### config.mk
export PLATFORM = sky130hd
export DESIGN_NAME = axilite_noc_bridge
export DESIGN_NICKNAME = d
export VERILOG_FILES = /design/src/rtl/bridge_pkg.sv /design/src/rtl/axilite_noc_bridge.sv /design/src/rtl/noc_flit_builder.sv /design/src/rtl/axi_request_capture.sv /design/src/rtl/sync_fifo.sv
export VERILOG_INCLUDE_DIRS = /design/src /design/src/rtl
export SDC_FILE = /design/constraint.sdc
export NUM_CORES = 2
export LEC_CHECK = 0
export ABC_AREA = 1
export BUFFER_PORTS_ARGS = -buffer_cell sky130_fd_sc_hd__buf_2
export CORE_ASPECT_RATIO = 1.75
export CORE_MARGIN = 3
export CORE_UTILIZATION = 45
export CTS_CLUSTER_SIZE = 14
export DETAILED_ROUTE_END_ITERATION = 6
export PLACE_DENSITY = 0.66
export RECOVER_POWER = 25
export SETUP_SLACK_MARGIN = 0.05
export SLEW_MARGIN = 30
export SYNTH_ARGS = -nofsm -noshare
export SYNTH_HDL_FRONTEND = slang
export SYNTH_SLANG_ARGS = --single-unit
### constraint.sdc
create_clock -name clk -period 7.55 [get_ports clk]
set_input_delay 0.3775 -clock clk [delete_from_list [all_inputs] [get_ports clk]]
set_output_delay 0.3775 -clock clk [all_outputs]
set_load 0.005 [all_outputs]
### src/rtl/bridge_macros.svh
`ifndef BRIDGE_MACROS_SVH
`define BRIDGE_MACROS_SVH

`define BRIDGE_ADDR_WIDTH   40
`define BRIDGE_DATA_WIDTH   64  // axi data and flit width
`define BRIDGE_FIFO_DEPTH   16
`define BRIDGE_HDR_FLITS    3   // header flits per packet

// node coordinates
`define BRIDGE_CHIPID_WIDTH 14
`define BRIDGE_XY_WIDTH     8
`define BRIDGE_FBITS_WIDTH  4

// message codes
`define MSG_TYPE_STORE_REQ  8'd27
`define MSG_TYPE_LOAD_REQ   8'd26
`define MSG_DATA_SIZE_8B    3'd4
`define MSG_DATA_SIZE_16B   3'd5
`define STORE_MSG_LEN       8'd3  // flits after header 1
`define LOAD_MSG_LEN        8'd2

// header 1 and 3 share the coordinate positions
`define HDR_CHIPID    63:50
`define HDR_X         49:42
`define HDR_Y         41:34
`define HDR_FBITS     33:30
`define HDR_LENGTH    29:22
`define HDR_TYPE      21:14
`define HDR_MSHRID    13:6
`define HDR_ADDR      63:24   // header 2
`define HDR_DATA_SIZE 23:21
`define HDR_MASK      7:0

`endif
### src/rtl/bridge_pkg.sv
`default_nettype none

`include "bridge_macros.svh"

package bridge_pkg;

    // order of requests in the type queue
    typedef enum logic [0:0] {
        KIND_STORE = 1'b0,
        KIND_LOAD  = 1'b1
    } req_kind_t;

    typedef logic [`BRIDGE_ADDR_WIDTH-1:0]   addr_t;
    typedef logic [`BRIDGE_DATA_WIDTH-1:0]   data_t;
    typedef logic [`BRIDGE_DATA_WIDTH/8-1:0] strb_t;
    typedef logic [`BRIDGE_DATA_WIDTH-1:0]   flit_t;

    // one queued store, 112 bits
    typedef struct packed {
        addr_t addr;
        data_t data;
        strb_t strb;
    } store_entry_t;

    // noc coordinates
    typedef logic [`BRIDGE_CHIPID_WIDTH-1:0] chipid_t;
    typedef logic [`BRIDGE_XY_WIDTH-1:0]     xy_t;
    typedef logic [`BRIDGE_FBITS_WIDTH-1:0]  fbits_t;

endpackage

`default_nettype wire

### src/rtl/axilite_noc_bridge.sv
`default_nettype none

module axilite_noc_bridge (
    input  wire                      clk,
    input  wire                      rst,
    // axi-lite write
    input  wire bridge_pkg::addr_t   awaddr,
    input  wire                      awvalid,
    output logic                     awready,
    input  wire bridge_pkg::data_t   wdata,
    input  wire bridge_pkg::strb_t   wstrb,
    input  wire                      wvalid,
    output logic                     wready,
    // axi-lite read address
    input  wire bridge_pkg::addr_t   araddr,
    input  wire                      arvalid,
    output logic                     arready,
    // coordinates
    input  wire bridge_pkg::chipid_t dest_chipid,
    input  wire bridge_pkg::xy_t     dest_x,
    input  wire bridge_pkg::xy_t     dest_y,
    input  wire bridge_pkg::fbits_t  dest_fbits,
    input  wire bridge_pkg::chipid_t src_chipid,
    input  wire bridge_pkg::xy_t     src_x,
    input  wire bridge_pkg::xy_t     src_y,
    input  wire bridge_pkg::fbits_t  src_fbits,
    // noc2
    output logic                     noc2_valid,
    output bridge_pkg::flit_t        noc2_data,
    input  wire                      noc2_ready
);

    import bridge_pkg::*;

    req_kind_t    head_kind;
    logic         kind_valid;
    store_entry_t store_head;
    addr_t        load_head;
    logic         release_store;
    logic         release_load;

    axi_request_capture u_capture (
        .clk(clk), .rst(rst),
        .awaddr(awaddr), .awvalid(awvalid), .awready(awready),
        .wdata(wdata), .wstrb(wstrb), .wvalid(wvalid), .wready(wready),
        .araddr(araddr), .arvalid(arvalid), .arready(arready),
        .head_kind(head_kind), .kind_valid(kind_valid),
        .store_head(store_head), .load_head(load_head),
        .release_store(release_store), .release_load(release_load)
    );

    noc_flit_builder u_builder (
        .clk(clk), .rst(rst),
        .head_kind(head_kind), .kind_valid(kind_valid),
        .store_head(store_head), .load_head(load_head),
        .release_store(release_store), .release_load(release_load),
        .dest_chipid(dest_chipid), .dest_x(dest_x), .dest_y(dest_y), .dest_fbits(dest_fbits),
        .src_chipid(src_chipid), .src_x(src_x), .src_y(src_y), .src_fbits(src_fbits),
        .noc2_valid(noc2_valid), .noc2_data(noc2_data), .noc2_ready(noc2_ready)
    );

endmodule

`default_nettype wire

### src/rtl/noc_flit_builder.sv
`default_nettype none

`include "bridge_macros.svh"

module noc_flit_builder (
    input  wire                          clk,
    input  wire                          rst,
    // queue heads from capture
    input  wire bridge_pkg::req_kind_t   head_kind,
    input  wire                          kind_valid,
    input  wire bridge_pkg::store_entry_t store_head,
    input  wire bridge_pkg::addr_t       load_head,
    output logic                         release_store,
    output logic                         release_load,
    // node coordinates
    input  wire bridge_pkg::chipid_t     dest_chipid,
    input  wire bridge_pkg::xy_t         dest_x,
    input  wire bridge_pkg::xy_t         dest_y,
    input  wire bridge_pkg::fbits_t      dest_fbits,
    input  wire bridge_pkg::chipid_t     src_chipid,
    input  wire bridge_pkg::xy_t         src_x,
    input  wire bridge_pkg::xy_t         src_y,
    input  wire bridge_pkg::fbits_t      src_fbits,
    // noc2 output
    output logic                         noc2_valid,
    output bridge_pkg::flit_t            noc2_data,
    input  wire                          noc2_ready
);

    import bridge_pkg::*;

    typedef enum logic [1:0] {
        ST_IDLE,
        ST_HEADER,
        ST_DATA
    } state_t;

    state_t      state;
    logic [1:0]  flit_cnt;     // header flit index
    logic        is_store;
    logic        flit_fire;
    logic        last_header;
    addr_t       head_addr;
    logic [7:0]  msg_length;
    logic [7:0]  msg_type;
    logic [2:0]  msg_size;
    strb_t       msg_mask;
    flit_t       flit;

    assign is_store    = (head_kind == KIND_STORE);
    assign flit_fire   = noc2_valid && noc2_ready;
    assign last_header = (flit_cnt == 2'(`BRIDGE_HDR_FLITS - 1));

    // header fields picked by the head kind
    assign head_addr  = is_store ? store_head.addr : load_head;
    assign msg_length = is_store ? `STORE_MSG_LEN : `LOAD_MSG_LEN;
    assign msg_type   = is_store ? `MSG_TYPE_STORE_REQ : `MSG_TYPE_LOAD_REQ;
    assign msg_size   = is_store ? `MSG_DATA_SIZE_8B : `MSG_DATA_SIZE_16B;
    assign msg_mask   = is_store ? store_head.strb : '0;  // loads carry no mask

    always_ff @(posedge clk) begin
        if (rst) begin
            state    <= ST_IDLE;
            flit_cnt <= '0;
        end else begin
            case (state)
                ST_IDLE: begin
                    flit_cnt <= '0;
                    if (kind_valid) state <= ST_HEADER;
                end
                ST_HEADER: begin
                    if (flit_fire) begin
                        if (last_header) begin
                            flit_cnt <= '0;
                            state    <= is_store ? ST_DATA : ST_IDLE;
                        end else begin
                            flit_cnt <= flit_cnt + 2'd1;
                        end
                    end
                end
                ST_DATA: begin
                    if (flit_fire) state <= ST_IDLE;  // single data flit
                end
                default: state <= ST_IDLE;
            endcase
        end
    end

    // flit contents, stable while the heads are stable
    always_comb begin
        flit = '0;
        case (state)
            ST_HEADER: begin
                case (flit_cnt)
                    2'd0: begin
                        flit[`HDR_CHIPID] = dest_chipid;
                        flit[`HDR_X]      = dest_x;
                        flit[`HDR_Y]      = dest_y;
                        flit[`HDR_FBITS]  = dest_fbits;
                        flit[`HDR_LENGTH] = msg_length;
                        flit[`HDR_TYPE]   = msg_type;
                        flit[`HDR_MSHRID] = '0;  // no outstanding-miss tracking
                    end
                    2'd1: begin
                        flit[`HDR_ADDR]      = head_addr;
                        flit[`HDR_DATA_SIZE] = msg_size;
                        flit[`HDR_MASK]      = msg_mask;
                    end
                    default: begin
                        flit[`HDR_CHIPID] = src_chipid;
                        flit[`HDR_X]      = src_x;
                        flit[`HDR_Y]      = src_y;
                        flit[`HDR_FBITS]  = src_fbits;
                    end
                endcase
            end
            ST_DATA: flit = store_head.data;
            default: flit = '0;
        endcase
    end

    assign noc2_valid = (state != ST_IDLE);
    assign noc2_data  = flit;

    // pop queues as the last flit leaves
    assign release_store = (state == ST_DATA) && flit_fire;
    assign release_load  = (state == ST_HEADER) && last_header && !is_store && flit_fire;

endmodule

`default_nettype wire

### src/rtl/axi_request_capture.sv
`default_nettype none

module axi_request_capture (
    input  wire                      clk,
    input  wire                      rst,
    // write address and data, taken together as one store
    input  wire bridge_pkg::addr_t   awaddr,
    input  wire                      awvalid,
    output logic                     awready,
    input  wire bridge_pkg::data_t   wdata,
    input  wire bridge_pkg::strb_t   wstrb,
    input  wire                      wvalid,
    output logic                     wready,
    // read address
    input  wire bridge_pkg::addr_t   araddr,
    input  wire                      arvalid,
    output logic                     arready,
    // queue heads toward the builder
    output bridge_pkg::req_kind_t    head_kind,
    output logic                     kind_valid,
    output bridge_pkg::store_entry_t store_head,
    output bridge_pkg::addr_t        load_head,
    input  wire                      release_store,
    input  wire                      release_load
);

    import bridge_pkg::*;

    logic         kind_full;
    logic         kind_empty;
    logic         store_full;
    logic         load_full;
    logic         store_ok;
    logic         store_offer;
    logic         store_accept;
    logic         load_accept;
    logic         kind_push;
    req_kind_t    kind_in;
    store_entry_t store_in;

    assign store_ok    = !store_full && !kind_full;
    assign store_offer = awvalid && wvalid;
    assign awready     = store_ok;  // aw and w share one ready
    assign wready      = store_ok;
    // store wins when both are offered
    assign arready     = !load_full && !kind_full && !store_offer;

    assign store_accept = store_offer && store_ok;
    assign load_accept  = arvalid && arready;
    assign kind_push    = store_accept || load_accept;
    assign kind_in      = store_accept ? KIND_STORE : KIND_LOAD;
    assign store_in     = '{addr: awaddr, data: wdata, strb: wstrb};
    assign kind_valid   = !kind_empty;

    // arrival order of all requests
    sync_fifo #(.payload_t(req_kind_t)) kind_fifo (
        .clk     (clk),
        .rst     (rst),
        .wr_en   (kind_push),
        .wr_data (kind_in),
        .rd_en   (release_store || release_load),
        .rd_data (head_kind),
        .empty   (kind_empty),
        .full    (kind_full)
    );

    sync_fifo #(.payload_t(store_entry_t)) store_fifo (
        .clk     (clk),
        .rst     (rst),
        .wr_en   (store_accept),
        .wr_data (store_in),
        .rd_en   (release_store),
        .rd_data (store_head),
        .empty   (),
        .full    (store_full)
    );

    sync_fifo #(.payload_t(addr_t)) load_fifo (
        .clk     (clk),
        .rst     (rst),
        .wr_en   (load_accept),
        .wr_data (araddr),
        .rd_en   (release_load),
        .rd_data (load_head),
        .empty   (),
        .full    (load_full)
    );

endmodule

`default_nettype wire

### src/rtl/sync_fifo.sv
`default_nettype none

`include "bridge_macros.svh"

module sync_fifo #(
    parameter type payload_t = logic
) (
    input  wire      clk,
    input  wire      rst,
    input  wire      wr_en,
    input  payload_t wr_data,
    input  wire      rd_en,
    output payload_t rd_data,
    output logic     empty,
    output logic     full
);

    localparam int DEPTH = `BRIDGE_FIFO_DEPTH;
    localparam int PTR_W = $clog2(DEPTH);

    payload_t         mem [DEPTH];
    logic [PTR_W-1:0] wr_ptr;
    logic [PTR_W-1:0] rd_ptr;
    logic [PTR_W:0]   count;  // one extra bit to hold DEPTH
    logic             do_wr;
    logic             do_rd;

    assign do_wr = wr_en && !full;   // drop writes when full
    assign do_rd = rd_en && !empty;

    always_ff @(posedge clk) begin
        if (do_wr) mem[wr_ptr] <= wr_data;
    end

    always_ff @(posedge clk) begin
        if (rst) begin
            wr_ptr <= '0;
            rd_ptr <= '0;
            count  <= '0;
        end else begin
            if (do_wr) wr_ptr <= (wr_ptr == PTR_W'(DEPTH - 1)) ? '0 : wr_ptr + 1'b1;
            if (do_rd) rd_ptr <= (rd_ptr == PTR_W'(DEPTH - 1)) ? '0 : rd_ptr + 1'b1;
            if (do_wr && !do_rd) count <= count + 1'b1;
            else if (do_rd && !do_wr) count <= count - 1'b1;
        end
    end

    assign rd_data = mem[rd_ptr];  // head always on the output
    assign empty   = (count == '0);
    assign full    = (count == (PTR_W + 1)'(DEPTH));

endmodule

`default_nettype wire

---- Word-level counts from Yosys, hierarchy flattened ----
Memory sizes are Yosys's and may differ from the RTL's. A register that Yosys moved wholly into a read port is not among the register bits.
Cells that the tools add are included.
storage, ports and cells
  flip-flop bits (word level) ............. 43
  input bits .............................. 226
  logic and storage cells ................. 139
  output and inout bits ................... 68
  memories kept ........................... 3
  bits in writable memories ............... 2448
cells by class
  $add $sub $neg .......................... 13
  reduce and logical (&&, ||, !) cells .... 50
  muxes and demuxes ....................... 45
  equality and inequality tests ........... 17
memory list
  name                      words  width  rd ports  clocked after Yosys merged registers in  write ports  RTL line         RTL
  u_capture.store_fifo.mem  16     112    1         1                                        1            sync_fifo.sv:21  payload_t mem [DEPTH];
  u_capture.load_fifo.mem   16     40     1         1                                        1            sync_fifo.sv:21
  u_capture.kind_fifo.mem   16     1      1         1                                        1            sync_fifo.sv:21
operators by type and width
  cell                   count
  $pmux W64 S2           1
  $pmux W34 S2           1
  $mux W4                12
  $mux W40               1
  $mux W5                6
  $add A4 B1 Y4 const B  6
  $eq A4 B4 Y1 const B   6
  $logic_and A1 B1 Y1    23
  $pmux W9 S2            1
  $mux W2                8
  $add A5 B1 Y5 const B  3
  $eq A5 B5 Y1 const B   3
  $logic_not A5 Y1       3
  $sub A5 B1 Y5 const B  3
  $logic_not A1 Y1       13
  $mux W13               1
  $mux W1                10
  $reduce_bool A2 Y1     5
  $mux W8                1
  $mux W6                1
  $ne A2 B1 Y1 const B   3
  $pmux W2 S3            1
  $eq A2 B1 Y1 const B   2
  $eq A2 B2 Y1 const B   2
  other kinds (7)        9

---- Logic depth before layout (Yosys ltp) ----
  depth in word-level cells ............... 11
  gate-level depth with buffers ........... 22
  mapped depth without buffers ............ 20

---- Hierarchy ----
From an unflattened synthesis, not the netlist that was laid out.
second synthesis, totals
  cells, all modules ...................... 10132
  area total of the unflattened synthesis .. 106980.1 um2
by module, submodules not included
  module                             area an instance (um2)  sequential area each (um2)  times used  cells each
  sync_fifo at u_capture.store_fifo  75168.3                 54151.9                     1           6795
  sync_fifo at u_capture.load_fifo   27451.3                 19558.8                     1           2524
  noc_flit_builder                   2509.9                  80.1                        1           591
  sync_fifo at u_capture.kind_fifo   1785.5                  820.8                       1           208
  axi_request_capture                65.1                    0.0                         1           14

---- Least setup slack after synthesis ----
No wires, ideal clock.
  path kind ............................... register to register
  start ................................... register u_capture.kind_fifo.count[0]
  end ..................................... memory u_capture.store_fifo.mem[11][0] in the netlist's numbering, enable pin
  data required time ...................... 6.966 ns
  clock period less this slack ............ 6.514 ns
  path slack .............................. 1.036 ns
  path buffers ............................ 0
  cell stages (with the launch flop) ...... 9
  setup time .............................. 0.584 ns
  data arrival time ....................... 5.930 ns
  path through ............................ dfxtp_1 -> nor2_1 -> nand3_1 -> nor2_1 -> inv_1 -> nand3_2 -> inv_1 -> nand3_1 -> nor2_1
on the way
  word-level cells in the longest chain between the ends .. 7
ends and longest elaborated chain
  element                         RTL line                   RTL
  start, declared                 sync_fifo.sv:24            logic [PTR_W:0] count;
  start signal, assigned          sync_fifo.sv:43            if (do_wr && !do_rd) count <= count + 1'b1;
  start signal, assigned          sync_fifo.sv:44            else if (do_rd && !do_wr) count <= count - 1'b1;
  $eq A5 B5 Y1                    sync_fifo.sv:50            assign full = (count == (PTR_W + 1)'(DEPTH));
  $logic_not A1 Y1                axi_request_capture.sv:41  assign store_ok = !store_full && !kind_full;
  $logic_and A1 B1 Y1             axi_request_capture.sv:41
  $logic_and A1 B1 Y1             axi_request_capture.sv:48  assign store_accept = store_offer && store_ok;
  $logic_and A1 B1 Y1             sync_fifo.sv:28            assign do_wr = wr_en && !full;
  via u_capture.store_fifo.do_wr  sync_fifo.sv:25            logic do_wr;
  $mux W1                         sync_fifo.sv:32            if (do_wr) mem[wr_ptr] <= wr_data;
  $mux W1 (not written as such)   sync_fifo.sv:32
  end, declared                   sync_fifo.sv:21
The timed path passes the listed nets, and every way through them passes these cells.

==> metrics.txt <==
outcome finished, final reports clean; die area 0.2362 mm²; critical path capture point type output port; vias per inst 5.664; # resized after CTS 0; clock insertion delay at the later pin of the skew report 860 ps; Synth Area in Simple Gates 0.1477; min Tclk post-route 5224 ps; critical path class flip-flop to output port; fraction of synthesized cell area in xor and xnor cells 0.0008457; Hold Path End u_builder.flit_cnt[1]$_SDFFE_PP0P_; Max Root-Sink Buffers 4; CP required 7170 ps; Total Wirelength 287.7 mm; Area contributors post-synth edfxtp_1 (71%), nand2_1 (7.2%), nand3_1 (4.4%), o21ai_0 (3.4%), nor2_1 (3.0%); Post-synth EDFFs 2,448; Slew @ Worst Pin 1177 ps; Seq/Total Area, Yosys 0.7204; design area 0.1152 mm²; largest net degree at the start of global routing 259; Core Rows 232; largest family of logic cells by synthesized area simple AND/OR/NAND/NOR gates; Slew headroom 0.2156; initial core utilization 0.4533; area post-placement 0.1076 mm²; Synth Area in Adders 0.004204; Num CTS Buffers 216; DP HPWL 147.6 mm; Finish-stage setup viols 0; hold wc startpoint noc2_ready; Max-cap violations 0; Mapped Area 0.1036 mm²; Core Region 0.2284 mm²; vias in the first global route 68,060; area fraction in compound gates after synthesis 0.07044; first-pass GRT wire length 421.0 mm; fin crit share 0.6919; CTS sink count 2,503; mux cell area share after synthesis 0; antenna viol nets, final 0; final hold vios 0; IO buf count 293; post-synthesis net count 9,158; layout cells sized above 1 0.06547; slowest CP cell dfxtp_4; ys flop type edfxtp_1; worst hold path stage count 5; RSZ-0062 raised after global routing no; max incr delay on CP 920 ps; dominant cell type by area after synthesis edfxtp_1; grt ovf 0; critical path arrival 4850 ps; CP most frequent cell nand2_1; library cells used by synthesis 43; # IOs 294; skew final 60.73 ps; power per cell area 253.4 mW/mm²; Max Clk Rate 0.1914 GHz; FFs w/ async S/R, synth 0; leakage 42.36 nW; post-DR wirelength/cell 23.39 µm; final slew viol count 0; first-pass detailed-route iteration total 6; syn avg cell area 11.64 µm²; CTS root buf clkbuf_16; 1st-iter DRT viols 7,635; Die Height 640.6 µm; vias after detailed routing 69,660; Synth top area share 0.7098; Yosys Warn Count 0; worst r2r dst u_capture.kind_fifo.count[4]$_SDFFE_PP0P_; Layout Nets 9,383; H-tree depth 4; setup_tns 0 ps; R2R depth 20; most common cell in the netlist edfxtp_1; worst min path class input port to flip-flop; synth-to-layout area growth 11.22%; Post-synth top cells edfxtp_1 (2,448), nand2_1 (1,990), nand3_1 (909); number of antenna violations at the first check in global routing 53; die width 368.6 µm; worst path cell trace buf_12 > buf_4 > nand2_1 > nand2_1 > nand2_1 > nand3_1 > nand3_1 > nand2_1 > inv_1 > nand2_1 > nand3_1 > nand2_1 > nand2_1 > nand2_1 > buf_2; Startpoint Class flip-flop; gpl congestion 0.7833; cell count after synthesis 8,899; # DRC 0; r2r setup slk 3720 ps; GRT Total Usage 0.2363; CTS tree yes; Synth Register Bits 2,503; clock-pin slew on the worst setup and hold paths 60 ps; maximum net fanout on the critical path 125; Max VDD drop 194.9 µV
power by group:
part,internal (mW),switching (mW)
clock,5.33,4.70
combinational,0.938,2.54
sequential,15.5,0.149
cells by family after synthesis:
logic type               count (synthesis)
AO/OA/AOI/OAI                         1220
XOR/XNOR                                10
adder cells (fa/ha/maj)                 33
buffers and inverters                 1377
flip-flops                            2503
AND/OR/NAND/NOR                       3756
metrics by stage:
step | std cells | setup WS [ps] | hold WS [ps] | total power [mW] | util
6_report | 12300 | 2326 | 76.99 | 29.19 | 0.5042
3_5_place_dp | 11790 | 2981 | 483.0 | 19.34 | 0.4710
5_1_grt | 12290 | 2105 | 86.00 | 30.17 | 0.5041
3_3_place_gp | 11790 | 2719 | 472.2 | 19.22 | 0.4704
4_1_cts | 12280 | 2080 | 20.42 | 29.31 | 0.5041
2_1_floorplan | 8899 | 1036 | 458.0 | 17.94 | -
registers in the layout, summed over array words and instances (netlist names), named ones only:
signal and count:
u_capture.load_fifo.wr_ptr 4, u_capture.load_fifo.rd_ptr 4, u_capture.load_fifo.count 5, u_capture.store_fifo.mem 1792, u_capture.kind_fifo.wr_ptr 4, u_capture.kind_fifo.mem 16
u_builder.flit_cnt 2, u_builder.state 2, u_capture.kind_fifo.count 5, u_capture.load_fifo.mem 640, u_capture.store_fifo.wr_ptr 4, u_capture.store_fifo.rd_ptr 4
u_capture.store_fifo.count 5, u_capture.kind_fifo.rd_ptr 4
timing repair:
action	4_1_cts	5_1_grt
endpoints found under the hold margin	2433	0
setup buffers	0	0
hold buffers	153	0
layout by cell type, fill, tap and decap left out, types with 6 or more instances in the layout:
master         count
dfxtp_1           46
buf_4             59
xor2_1             7
buf_16             6
o22ai_1          103
o211ai_1         102
a21o_1             6
a31oi_1            8
ha_1              30
edfxtp_1        2448
o21ai_1           41
buf_6              6
dfxtp_4            7
clkbuf_1         154
a22oi_1           34
nor2_1           801
nor2_4            34
clkinv_2          10
nand3_1          909
clkinv_1          30
nand2_1         1990
a21oi_1           43
diode_2           17
buf_12            25
buf_2            206
inv_1            827
o21ai_0          697
o221ai_1         182
dlygate4sd3_1    153
clkbuf_16        220
nor3_1             8
routing by layer:
layer,GRT usage,share of wire,wire [µm]
met3,0.03921,0.083,23780
met4,0.09960,0.041,11900
met2,0.3994,0.49,140000
met1,0.3021,0.39,111700
met5,0,0.00086,247
how the worst max path moves through the flow:
stage | start | to | slack (ps) | depth (start not counted)
floorplan | u_capture.kind_fifo.count[0]$_SDFFE_PP0P_ | u_capture.store_fifo.mem[11][0]$_DFFE_PP_ | 1040 | 8
detailed placement | flip-flop | noc2_data[55] | 2980 | 15
CTS | flip-flop | noc2_data[55] | 2080 | 15
finish | flip-flop | noc2_data[55] | 2330 | 15
global route | flip-flop | noc2_data[55] | 2100 | 15
global placement | flip-flop | noc2_data[29] | 2720 | 11
worst max-delay path, delay by kind of cell (launching register included):
kind,cells,cell delay (ps)
buffers and inverters,4,1540
flip-flops,1,920
AND/OR/NAND/NOR,11,1340
area by class of cell:
cell class	instances	area, µm²
Timing Repair Buffer	545	4095
Clock inverter	46	249.0
Antenna cell	17	42.54
Inverter	839	3209
Sequential cell	2503	74640
Clock buffer	289	5784
Multi-Input combinational cell	5019	23360
Tap cell	3042	3806
Fill cell	19450	113300
No activity file was read; power rests on OpenSTA's default activity.
